## src/verilog/hub_bus_pkg.sv

```systemverilog
// CPU-side bus definitions for the peripheral hub.
// Address map, request word and the per-register select flags.

package hub_bus_pkg;

    typedef logic [31:0] addr_t;
    typedef logic [31:0] data_t;

    // Top address nibble of the peripheral window (0x2xxx_xxxx)
    localparam logic [3:0] PERIPH_REGION = 4'h2;

    // Device number, address bits 15:12
    localparam logic [3:0] DEV_DISPLAY = 4'h1;
    localparam logic [3:0] DEV_UART    = 4'h2;
    localparam logic [3:0] DEV_USB     = 4'h4;
    localparam logic [3:0] DEV_KBD     = 4'h5;

    // Register offsets inside a device, address bits 11:0
    localparam logic [11:0] REG_UART_DATA   = 12'h000;
    localparam logic [11:0] REG_UART_STATUS = 12'h004;
    localparam logic [11:0] REG_USB_VALID   = 12'h000;
    localparam logic [11:0] REG_USB_MSW     = 12'h004;
    localparam logic [11:0] REG_USB_LSW     = 12'h008;
    localparam logic [11:0] REG_KBD_STATUS  = 12'h000;
    localparam logic [11:0] REG_KBD_CODE    = 12'h004;

    // One bus access, valid for a single cycle
    typedef struct packed {
        addr_t      addr;
        logic       we;
        data_t      wdata;
        logic [3:0] be;
    } bus_req_t;

    // Register selects, at most one high per cycle
    typedef struct packed {
        logic display_wr;
        logic uart_tx;
        logic uart_rx;
        logic uart_status;
        logic usb_valid;
        logic usb_msw;
        logic usb_lsw;
        logic kbd_pop;
        logic kbd_status;
        logic kbd_code;
    } dev_sel_t;

endpackage

```

## src/verilog/hub_dev_pkg.sv

```systemverilog
// Device-side types for the UART, USB and PS/2 keyboard paths.
// Status structs are laid out to match their read-back bit positions.

package hub_dev_pkg;

    localparam int BYTE_W = 8;
    localparam int USB_REPORT_W = 64;

    // Scan codes, UART bytes and the display value
    typedef logic [BYTE_W-1:0] byte_t;

    // Most significant word sits in bits 63:32
    typedef logic [USB_REPORT_W-1:0] usb_report_t;

    // UART status register
    //   bit 1: receive data valid
    //   bit 0: transmitter busy
    typedef struct packed {
        logic valid;
        logic busy;
    } uart_status_t;

    // Keyboard status register, bit 0 set while codes are queued
    typedef struct packed {
        logic nonempty;
    } kbd_status_t;

endpackage

```

## src/verilog/periph_decode.sv

```systemverilog
// Address decoder for the peripheral window.
// Turns one bus access into a single register select for the same cycle.

module periph_decode (
    input  hub_bus_pkg::bus_req_t bus_i,
    output hub_bus_pkg::dev_sel_t sel_o
);

    logic [3:0]  region;
    logic [3:0]  dev;
    logic [11:0] offset;

    assign region = bus_i.addr[31:28];
    assign dev    = bus_i.addr[15:12];
    assign offset = bus_i.addr[11:0];

    // No separate read strobe on this bus, a cycle without we is a read.
    // Byte mask is not decoded, every register takes the low bits.
    always_comb begin
        sel_o = '0;
        if (region == hub_bus_pkg::PERIPH_REGION) begin
            case (dev)
                hub_bus_pkg::DEV_DISPLAY: begin
                    // Whole 4 KB page maps to the display
                    sel_o.display_wr = bus_i.we;
                end
                hub_bus_pkg::DEV_UART: begin
                    if (bus_i.we) begin
                        sel_o.uart_tx = (offset == hub_bus_pkg::REG_UART_DATA);
                    end else begin
                        sel_o.uart_rx     = (offset == hub_bus_pkg::REG_UART_DATA);
                        sel_o.uart_status = (offset == hub_bus_pkg::REG_UART_STATUS);
                    end
                end
                hub_bus_pkg::DEV_USB: begin
                    // Read only
                    if (!bus_i.we) begin
                        sel_o.usb_valid = (offset == hub_bus_pkg::REG_USB_VALID);
                        sel_o.usb_msw   = (offset == hub_bus_pkg::REG_USB_MSW);
                        sel_o.usb_lsw   = (offset == hub_bus_pkg::REG_USB_LSW);
                    end
                end
                hub_bus_pkg::DEV_KBD: begin
                    if (bus_i.we) begin
                        // Write to status pops the queue
                        sel_o.kbd_pop = (offset == hub_bus_pkg::REG_KBD_STATUS);
                    end else begin
                        sel_o.kbd_status = (offset == hub_bus_pkg::REG_KBD_STATUS);
                        sel_o.kbd_code   = (offset == hub_bus_pkg::REG_KBD_CODE);
                    end
                end
                default: begin
                end
            endcase
        end

        // Register write side and read mux both rely on a single select
        assert final ($onehot0(sel_o))
            else $error("periph_decode: several selects for addr %h", bus_i.addr);
    end

endmodule

```

## src/verilog/kbd_fifo.sv

```systemverilog
// Circular scan-code queue between the PS/2 input and the CPU.
// Head entry is always visible on rd_data_o; deq_i drops it.

module kbd_fifo #(
    parameter int ADDR_W = 5
) (
    input  logic               clk,
    input  logic               reset_i,
    input  hub_dev_pkg::byte_t wr_data_i,
    input  logic               enq_i,
    input  logic               deq_i,
    output hub_dev_pkg::byte_t rd_data_o,
    output logic               empty_o,
    output logic               full_o
);

    localparam logic [ADDR_W:0] DEPTH = 1 << ADDR_W;
    localparam logic [ADDR_W:0] LAST  = DEPTH - 1'b1;

    hub_dev_pkg::byte_t mem [DEPTH];

    logic [ADDR_W-1:0] wr_ptr;
    logic [ADDR_W-1:0] rd_ptr;
    logic [ADDR_W:0]   count;

    always_ff @(posedge clk) begin
        if (reset_i) begin
            wr_ptr <= '0;
            rd_ptr <= '0;
            count  <= '0;
        end else begin
            if (enq_i) begin
                wr_ptr <= wr_ptr + 1'b1;
            end
            if (deq_i) begin
                rd_ptr <= rd_ptr + 1'b1;
            end
            case ({enq_i, deq_i})
                2'b10:   count <= count + 1'b1;
                2'b01:   count <= count - 1'b1;
                default: count <= count;
            endcase
        end
    end

    always_ff @(posedge clk) begin
        if (enq_i) begin
            mem[wr_ptr] <= wr_data_i;
        end
    end

    assign rd_data_o = mem[rd_ptr];
    assign empty_o   = (count == '0);

    // Enqueue requests are registered upstream, so an enqueue in flight
    // counts against the free space. Keeps back-to-back strobes from
    // overrunning the last slot.
    assign full_o = (count == DEPTH) || (enq_i && !deq_i && count == LAST);

    // Upstream flow control must honour full and empty
    assert property (@(posedge clk) disable iff (reset_i) enq_i |-> count != DEPTH)
        else $error("kbd_fifo: enqueue while full");
    assert property (@(posedge clk) disable iff (reset_i) deq_i |-> count != '0)
        else $error("kbd_fifo: dequeue while empty");

endmodule

```

## src/verilog/periph_regs.sv

```systemverilog
// Write-side registers of the peripheral hub.
// Display latch, UART strobes and the keyboard queue with its code register.

module periph_regs #(
    parameter int KBD_FIFO_ADDR_W = 5
) (
    input  logic                     clk,
    input  logic                     reset_i,
    input  hub_bus_pkg::dev_sel_t    sel_i,
    input  hub_bus_pkg::data_t       wdata_i,
    input  hub_dev_pkg::byte_t       kbd_code_i,
    input  logic                     kbd_strobe_i,
    output hub_dev_pkg::byte_t       display_o,
    output logic                     uart_wr_o,
    output logic                     uart_rd_o,
    output hub_dev_pkg::byte_t       uart_tx_data_o,
    output hub_dev_pkg::byte_t       kbd_code_o,
    output hub_dev_pkg::kbd_status_t kbd_status_o
);

    logic               kbd_enq;
    logic               kbd_deq;
    logic               kbd_req_deq;
    hub_dev_pkg::byte_t kbd_wr_data;
    hub_dev_pkg::byte_t fifo_head;
    logic               fifo_empty;
    logic               fifo_full;

    // Pops of an empty queue are ignored here
    assign kbd_req_deq = sel_i.kbd_pop && !fifo_empty;

    always_ff @(posedge clk) begin
        if (reset_i) begin
            display_o  <= '0;
            uart_wr_o  <= 1'b0;
            uart_rd_o  <= 1'b0;
            kbd_enq    <= 1'b0;
            kbd_deq    <= 1'b0;
            kbd_code_o <= '0;
        end else begin
            if (sel_i.display_wr) begin
                display_o <= wdata_i[7:0];
            end

            // One-cycle strobes to the UART core
            uart_wr_o <= sel_i.uart_tx;
            uart_rd_o <= sel_i.uart_rx;

            // Codes arriving on a full queue are lost
            kbd_enq <= kbd_strobe_i && !fifo_full;
            kbd_deq <= kbd_req_deq;

            // Latch the head as it leaves the queue
            if (kbd_deq) begin
                kbd_code_o <= fifo_head;
            end
        end
    end

    always_ff @(posedge clk) begin
        if (sel_i.uart_tx) begin
            uart_tx_data_o <= wdata_i[7:0];
        end
        // Held for the enqueue one cycle later
        if (kbd_strobe_i) begin
            kbd_wr_data <= kbd_code_i;
        end
    end

    kbd_fifo #(
        .ADDR_W(KBD_FIFO_ADDR_W)
    ) u_kbd_fifo (
        .clk      (clk),
        .reset_i  (reset_i),
        .wr_data_i(kbd_wr_data),
        .enq_i    (kbd_enq),
        .deq_i    (kbd_deq),
        .rd_data_o(fifo_head),
        .empty_o  (fifo_empty),
        .full_o   (fifo_full)
    );

    assign kbd_status_o.nonempty = !fifo_empty;

endmodule

```

## src/verilog/read_mux.sv

```systemverilog
// Read data path of the peripheral hub.
// Picks the selected register and zero-extends it to a bus word.

module read_mux (
    input  hub_bus_pkg::dev_sel_t     sel_i,
    input  hub_dev_pkg::byte_t        uart_rx_data_i,
    input  hub_dev_pkg::uart_status_t uart_status_i,
    input  hub_dev_pkg::usb_report_t  usb_report_i,
    input  logic                      usb_valid_i,
    input  hub_dev_pkg::byte_t        kbd_code_i,
    input  hub_dev_pkg::kbd_status_t  kbd_status_i,
    output hub_bus_pkg::data_t        rdata_o
);

    // Selects are one-hot, so the order below carries no priority.
    // Anything unmapped reads as zero.
    always_comb begin
        rdata_o = '0;
        if (sel_i.uart_rx) begin
            rdata_o = hub_bus_pkg::data_t'(uart_rx_data_i);
        end
        if (sel_i.uart_status) begin
            rdata_o = hub_bus_pkg::data_t'(uart_status_i);
        end
        if (sel_i.usb_valid) begin
            rdata_o = hub_bus_pkg::data_t'(usb_valid_i);
        end
        if (sel_i.usb_msw) begin
            rdata_o = usb_report_i[63:32];
        end
        if (sel_i.usb_lsw) begin
            rdata_o = usb_report_i[31:0];
        end
        if (sel_i.kbd_status) begin
            rdata_o = hub_bus_pkg::data_t'(kbd_status_i);
        end
        if (sel_i.kbd_code) begin
            // Last popped code, not the queue head
            rdata_o = hub_bus_pkg::data_t'(kbd_code_i);
        end
    end

endmodule

```

## src/verilog/periph_hub.sv

```systemverilog
// Peripheral hub top level, the register side of the SoC bus.
// Connects the decoder, write registers and read mux to the outside.

module periph_hub #(
    parameter int KBD_FIFO_ADDR_W = 5
) (
    input  logic                     clk,
    input  logic                     reset_i,

    input  hub_bus_pkg::bus_req_t    bus_i,
    output hub_bus_pkg::data_t       rdata_o,

    output hub_dev_pkg::byte_t       display_o,

    // External UART core
    output logic                     uart_wr_o,
    output logic                     uart_rd_o,
    output hub_dev_pkg::byte_t       uart_tx_data_o,
    input  hub_dev_pkg::byte_t       uart_rx_data_i,
    input  logic                     uart_busy_i,
    input  logic                     uart_valid_i,

    input  hub_dev_pkg::usb_report_t usb_report_i,
    input  logic                     usb_report_valid_i,

    // PS/2 keyboard, error flag has no register yet
    input  hub_dev_pkg::byte_t       kbd_code_i,
    input  logic                     kbd_strobe_i,
    input  logic                     kbd_err_i
);

    hub_bus_pkg::dev_sel_t    sel;
    hub_dev_pkg::byte_t       kbd_code;
    hub_dev_pkg::kbd_status_t kbd_status;

    periph_decode u_decode (
        .bus_i(bus_i),
        .sel_o(sel)
    );

    periph_regs #(
        .KBD_FIFO_ADDR_W(KBD_FIFO_ADDR_W)
    ) u_regs (
        .clk           (clk),
        .reset_i       (reset_i),
        .sel_i         (sel),
        .wdata_i       (bus_i.wdata),
        .kbd_code_i    (kbd_code_i),
        .kbd_strobe_i  (kbd_strobe_i),
        .display_o     (display_o),
        .uart_wr_o     (uart_wr_o),
        .uart_rd_o     (uart_rd_o),
        .uart_tx_data_o(uart_tx_data_o),
        .kbd_code_o    (kbd_code),
        .kbd_status_o  (kbd_status)
    );

    read_mux u_read_mux (
        .sel_i         (sel),
        .uart_rx_data_i(uart_rx_data_i),
        .uart_status_i (hub_dev_pkg::uart_status_t'{valid: uart_valid_i, busy: uart_busy_i}),
        .usb_report_i  (usb_report_i),
        .usb_valid_i   (usb_report_valid_i),
        .kbd_code_i    (kbd_code),
        .kbd_status_i  (kbd_status),
        .rdata_o       (rdata_o)
    );

endmodule

```

## config.mk

```make
export PLATFORM = sky130hd
export DESIGN_NAME = periph_hub
export DESIGN_NICKNAME = d
export VERILOG_FILES = /design/src/verilog/hub_bus_pkg.sv /design/src/verilog/hub_dev_pkg.sv /design/src/verilog/periph_decode.sv /design/src/verilog/kbd_fifo.sv /design/src/verilog/periph_regs.sv /design/src/verilog/read_mux.sv /design/src/verilog/periph_hub.sv
export SDC_FILE = /design/constraint.sdc
export NUM_CORES = 1
export LEC_CHECK = 0
export BUFFER_PORTS_ARGS = -buffer_cell sky130_fd_sc_hd__buf_2
export CAP_MARGIN = 20
export CELL_PAD_IN_SITES_DETAIL_PLACEMENT = 1
export CELL_PAD_IN_SITES_GLOBAL_PLACEMENT = 2
export CORE_MARGIN = 5
export CORE_UTILIZATION = 40
export CTS_CLUSTER_SIZE = 8
export DETAILED_ROUTE_END_ITERATION = 8
export GPL_TIMING_DRIVEN = 0
export PLACE_DENSITY_LB_ADDON = 0.1
export SLEW_MARGIN = 10
export SYNTH_ARGS = -nofsm -noshare
export SYNTH_HDL_FRONTEND = slang
export SYNTH_HIERARCHICAL = 1
export SYNTH_SLANG_ARGS = --single-unit
export TNS_END_PERCENT = 20
```

## constraint.sdc

```tcl
create_clock -name clk -period 7 [get_ports clk]
set_input_delay 1.4 -clock clk [delete_from_list [all_inputs] [get_ports clk]]
set_output_delay 1.4 -clock clk [all_outputs]
set_load 0.1 [all_outputs]
```

== Yosys cells after proc, flatten, opt, wreduce, memory -nomap -nowiden ==
Memories as Yosys holds them, arrays and structs flattened. A register that Yosys moved wholly into a read port is not among the register bits.
Cells that the tools add are included.
Storage, ports and cells
  memories kept: 1
  memory bits (writable): 256
  input bits: 156
  output and inout bits: 50
  register bits after elaboration: 44
Cells by class
  equality and inequality tests: 11
  add/subtract/negate cells: 4
  multiplexer cells: 18
  reductions and logical operators: 11
Memory list
  u_regs.u_kbd_fifo.mem: words 32, width 8, rd ports 1, clocked after memory_dff 1, write ports 1, RTL line kbd_fifo.sv:20  | hub_dev_pkg::byte_t mem [DEPTH];
Operators with widths (count)
  $mux W32: 4
  $mux W8: 3
  $eq A12 B3 Y1 const B: 1
  $eq A12 B4 Y1 const B: 1
  $logic_not A12 Y1: 1
  $mux W3: 4
  $pmux W6 S2: 1
  $add A5 B1 Y5 const B: 2
  $mux W10: 1
  $eq A4 B2 Y1 const B: 2
  $eq A4 B3 Y1 const B: 2
  $add A6 B1 Y6 const B: 1
  $eq A6 B5 Y1 const B: 1
  $eq A6 B6 Y1 const B: 1
  $logic_not A6 Y1: 1
  $sub A6 B1 Y6 const B: 1
  $eq A4 B1 Y1 const B: 1
  $logic_and A1 B1 Y1: 4
  $mux W1: 4
  $logic_not A1 Y1: 3
  $eq A2 B1 Y1 const B: 1
  $eq A2 B2 Y1 const B: 1
  $mux W2: 1
  $reduce_bool A2 Y1: 1
  $logic_or A1 B1 Y1: 1

== Longest topological paths before layout ==
  depth after elaboration: 11
  gate-level depth with buffers: 10
  depth with buffers taken out: 8

== By module ==
Netlist, hierarchy kept.
By module, submodules not included
  kbd_fifo: area an instance 11080.6 um^2, times used 1, cells an instance 626
  periph_regs: area an instance 1164.9 um^2, times used 1, cells an instance 77
  read_mux: area an instance 628.1 um^2, times used 1, cells an instance 99
  periph_decode: area an instance 234.0 um^2, times used 1, cells an instance 30

== Worst setup path before layout ==
No wires, ideal clock.
  path kind: in2out
  start point: input bus_i[65] in the netlist's numbering
  end point: output rdata_o[0]
  stages on the path: 6
  arrival: 4753 ps
  required time: 5600 ps
  path buffers: 0
  slack: 847 ps
  path through: nor4b_4 nand4b_1 nor3_2 nor2b_2 a221oi_1 o31ai_1
RTL lines
  start: declaration: RTL line periph_hub.sv:10  | input hub_bus_pkg::bus_req_t bus_i,
  end: declaration: RTL line periph_hub.sv:11  | output hub_bus_pkg::data_t rdata_o,

==> out/summary.txt <==
FF+latch count, synth -> 313
DR pass1 iterations -> 5
First-pass GRT wire length -> 51800 µm
Post-route cell area -> 15900 µm²
Reg clk slew, reported paths -> 0.05 ns
Row count -> 66
Outcome -> completed
Power Total -> 4.15 mW
Post-synthesis cell area -> 13100 µm²
Crit path DAT -> 3.73 ns
Vias per cell -> 5.34
Fmax -> 195 MHz
Layout cells sized above 1 -> 0.278
Path type of the worst min-delay path -> reg -> reg
Global-route usage over all layers -> 0.187
Worst setup skew after layout -> 0.0321 ns
Power per cell area -> 260 nW/µm²
Largest net degree at the start of global routing -> 33
Critical path fanouts, max -> 10
Die footprint -> 36500 µm²
Leakage Power -> 5.49 nW
Routed wire length -> 34200 µm
Layout area overhead -> 21.6%
Chip Height -> 191 µm
CTS Root Cell -> clkbuf_16
Post-route DRC -> 0
Vias in the first global route -> 8335
Worst path most repeated cell -> buf_2
Combinational power share -> 0.029
Post-synthesis sequential area ratio -> 0.686
Worst setup EP type -> primary output
Async S/R FF share, synth -> 0
Kind of critical path -> in -> out
Number of placed I/O pins -> 206
Buf/Inv on CP -> 3
Max Root-Sink Buffers -> 3
Hold_buf cts -> 0
Switching part of the total -> 0.201
1st-iter DRT viols -> 500
Clk sinks -> 313
TritonCTS Buffers -> 45
CP Launch Type -> input pin
Post-synth cell types -> 65
CTS tree -> yes
Grt total ovfl -> 0
H-tree levels -> 2
Port bufs -> 164
Worst-skew pair later-pin latency -> 0.54 ns
Average routed wire per standard cell -> 22.7 µm
Total setup buffers inserted after CTS -> 0
Mapped Cells -> 832
Yosys warning count -> 6
Final Slew Violations -> 0
Pint -> 3.32 mW
Final setup TNS -> 0 ns
Post-DP Area -> 14600 µm²
Antenna fix cells -> 0
Unrepaired setup endpoints after global routing -> false
Worst path slowest cell -> buf_2
Final period util -> 0.733
Register area -> 8990 µm²
EDFF count, synth -> 272
Top_reg_cell synth -> edfxtp_1
Cell breakdown of the critical path -> buf_2 -> nor4_2 -> nand4_1 -> nor3_2 -> nor2b_2 -> buf_2 -> a222oi_1 -> o21ai_1 -> buf_2
Worst VDD drop -> 0.000218 V
Synth Net Count -> 997
Core Area -> 32500 µm²
Initial Util -> 0.404
Post-CTS Resized -> 0
Req. time, crit path -> 5.60 ns
Nets@finish -> 1217
Gp weighted congestion -> 0.750
Final HPWL DP -> 23900 µm
Synth top area share -> 0.623
Die Wd -> 191 µm
Synth top area cells -> edfxtp_1 62%, mux2i_1 6.3%, dfxtp_1 6.3%, mux4_2 3.4%, a22oi_1 3.2%
Via Count -> 8059
Tmin final -> 5.13 ns
Synth area leader -> edfxtp_1
Syn_area_per_cell -> 15.8 µm²
Clock power frac -> 0.471
# fillers -> 3169
Net Switching -> 0.835 mW
CP peak stage delay -> 0.45 ns
Hold Violations, Final -> 0
Maxcap violations -> 0
Cell family with most CP delay -> simple AND/OR/NAND/NOR gates
Area of the multi-input gates -> 3760 µm²
Setup violators final -> 0
Final ANT Viol Nets -> 0
Initial antenna violation count -> 0
Relative slew margins -> 0.346
Tightest Pin Transition -> 0.980 ns
Sequential share of power -> 0.500
-- cells by family after synthesis --
logic type	Yosys count	synth area share
flip-flops	313	0.686
AND/OR/NAND/NOR	213	0.0845
multiplexers	117	0.124
AO/OA/AOI/OAI	107	0.0628
buffers and inverters	62	0.0275
XOR/XNOR	11	0.00735
adder cells (fa/ha/maj)	9	0.00859
-- power groups by stage --
| stage | clock network [mW] | registers [mW] | logic (mW) |
|---|---|---|---|
| 6_report | 1.96 | 2.08 | 0.119 |
| 3_3_place_gp | 0 | 2.13 | 0.0798 |
| 3_5_place_dp | 0 | 2.12 | 0.103 |
| 2_1_floorplan | 0 | 2.11 | 0.0288 |
| 5_1_grt | 2.09 | 2.08 | 0.131 |
| 4_1_cts | 2.01 | 2.09 | 0.103 |
-- flip-flops by register name, summed over array words and instances (netlist names), named ones only --
name                      cells
u_regs/uart_wr_o              1
u_regs/u_kbd_fifo/wr_ptr      5
u_regs/uart_rd_o              1
u_regs/display_o              8
u_regs/kbd_deq                1
u_regs/uart_tx_data_o         8
u_regs/kbd_enq                1
u_regs/u_kbd_fifo/rd_ptr      5
u_regs/u_kbd_fifo/mem       256
u_regs/kbd_wr_data            8
u_regs/kbd_code_o             8
u_regs/u_kbd_fifo/count       6
-- synth_stat cells, types with 2 or more instances --
| master | instances |
|---|---|
| edfxtp_1 | 272 |
| nor2_1 | 101 |
| mux2i_1 | 83 |
| a22oi_1 | 56 |
| dfxtp_1 | 41 |
| nand3_1 | 26 |
| nand2_1 | 21 |
| clkbuf_1 | 20 |
| mux4_2 | 20 |
| buf_2 | 18 |
| mux4_1 | 12 |
| buf_6 | 11 |
| a22o_1 | 9 |
| ha_1 | 9 |
| nor2b_1 | 9 |
| xor2_1 | 9 |
| a221oi_1 | 8 |
| inv_1 | 8 |
| nor3_1 | 8 |
| a222oi_1 | 7 |
| o21ai_1 | 7 |
| a21oi_1 | 5 |
| nand3b_1 | 5 |
| nand4_1 | 4 |
| nor3b_1 | 4 |
| nor4_2 | 4 |
| or3_1 | 4 |
| a32oi_1 | 3 |
| buf_1 | 3 |
| a21o_1 | 2 |
| and3b_1 | 2 |
| buf_8 | 2 |
| mux2_2 | 2 |
| nand4b_1 | 2 |
| nor3_2 | 2 |
| o22ai_1 | 2 |
| or2_2 | 2 |
| xnor2_1 | 2 |
-- worst register-to-register path: cells and delay by family (launching register included) --
kind | cells | cell delay, ns
AO/OA/AOI/OAI | 1 | 0.61
buffers and inverters | 2 | 0.93
flip-flops | 1 | 0.30
multiplexers | 2 | 0.62
AND/OR/NAND/NOR | 2 | 0.23
-- metrics by stage --
stage | hold slack [ns] | instances | utilization | setup slack (ns)
global route | 0.536 | 1510 | 0.491 | 1.69
floorplan | 0.461 | 832 | - | 0.847
detailed placement | 0.486 | 1442 | 0.450 | 1.85
global placement | 0.472 | 1438 | 0.446 | 1.85
finish | 0.493 | 1510 | 0.491 | 1.87
CTS | 0.498 | 1505 | 0.489 | 1.84
-- cells in the final DEF (no fill, tap or decap), types with 3 or more instances in the layout --
cell       instances
edfxtp_1         272
buf_2            183
nor2_1           101
mux2i_1           83
a22oi_1           56
clkbuf_16         47
dfxtp_1           41
clkbuf_1          33
nand3_1           26
nand2_1           21
mux4_2            20
mux4_1            12
buf_6             11
nor2b_1            9
a22o_1             9
xor2_1             9
ha_1               9
nor3_1             8
a221oi_1           8
inv_1              8
a222oi_1           7
o21ai_1            7
a21oi_1            5
buf_8              5
nand3b_1           5
buf_16             5
nor4_2             4
nand4_1            4
nor3b_1            4
or3_1              4
a32oi_1            3
buf_1              3
-- area by class of cell --
class	instances	share of cell area
Multi-Input combinational cell	457	0.236
Clock inverter	2	0.00235
Sequential cell	313	0.564
Buffer	54	0.0207
Clock buffer	61	0.0777
Inverter	8	0.00188
Tap cell	442	0.0347
Timing Repair Buffer	173	0.0632
-- final timing paths --
| kind | from | endpoint | slack [ns] | cells past startpoint |
|---|---|---|---|---|
| worst min register to register | u_regs/display_o[2] | u_regs/display_o[2] | 0.49 | 2 |
| worst max-delay path | bus_i[46] | rdata_o[3] | 1.87 | 9 |
| worst max register to register | flop | u_regs/kbd_code_o[4] | 4.19 | 7 |
| worst min-delay path | u_regs/display_o[2] | u_regs/display_o[2] | 0.49 | 2 |
-- per-layer routing --
metal  vias up  track usage  part of all wire
li1       3714            -                 -
met5         -            0                 0
met4         0       0.0503             0.022
met1      4100        0.262              0.44
met3        49       0.0318             0.050
met2       196        0.303              0.49
(Power assumes the default switching activity.)
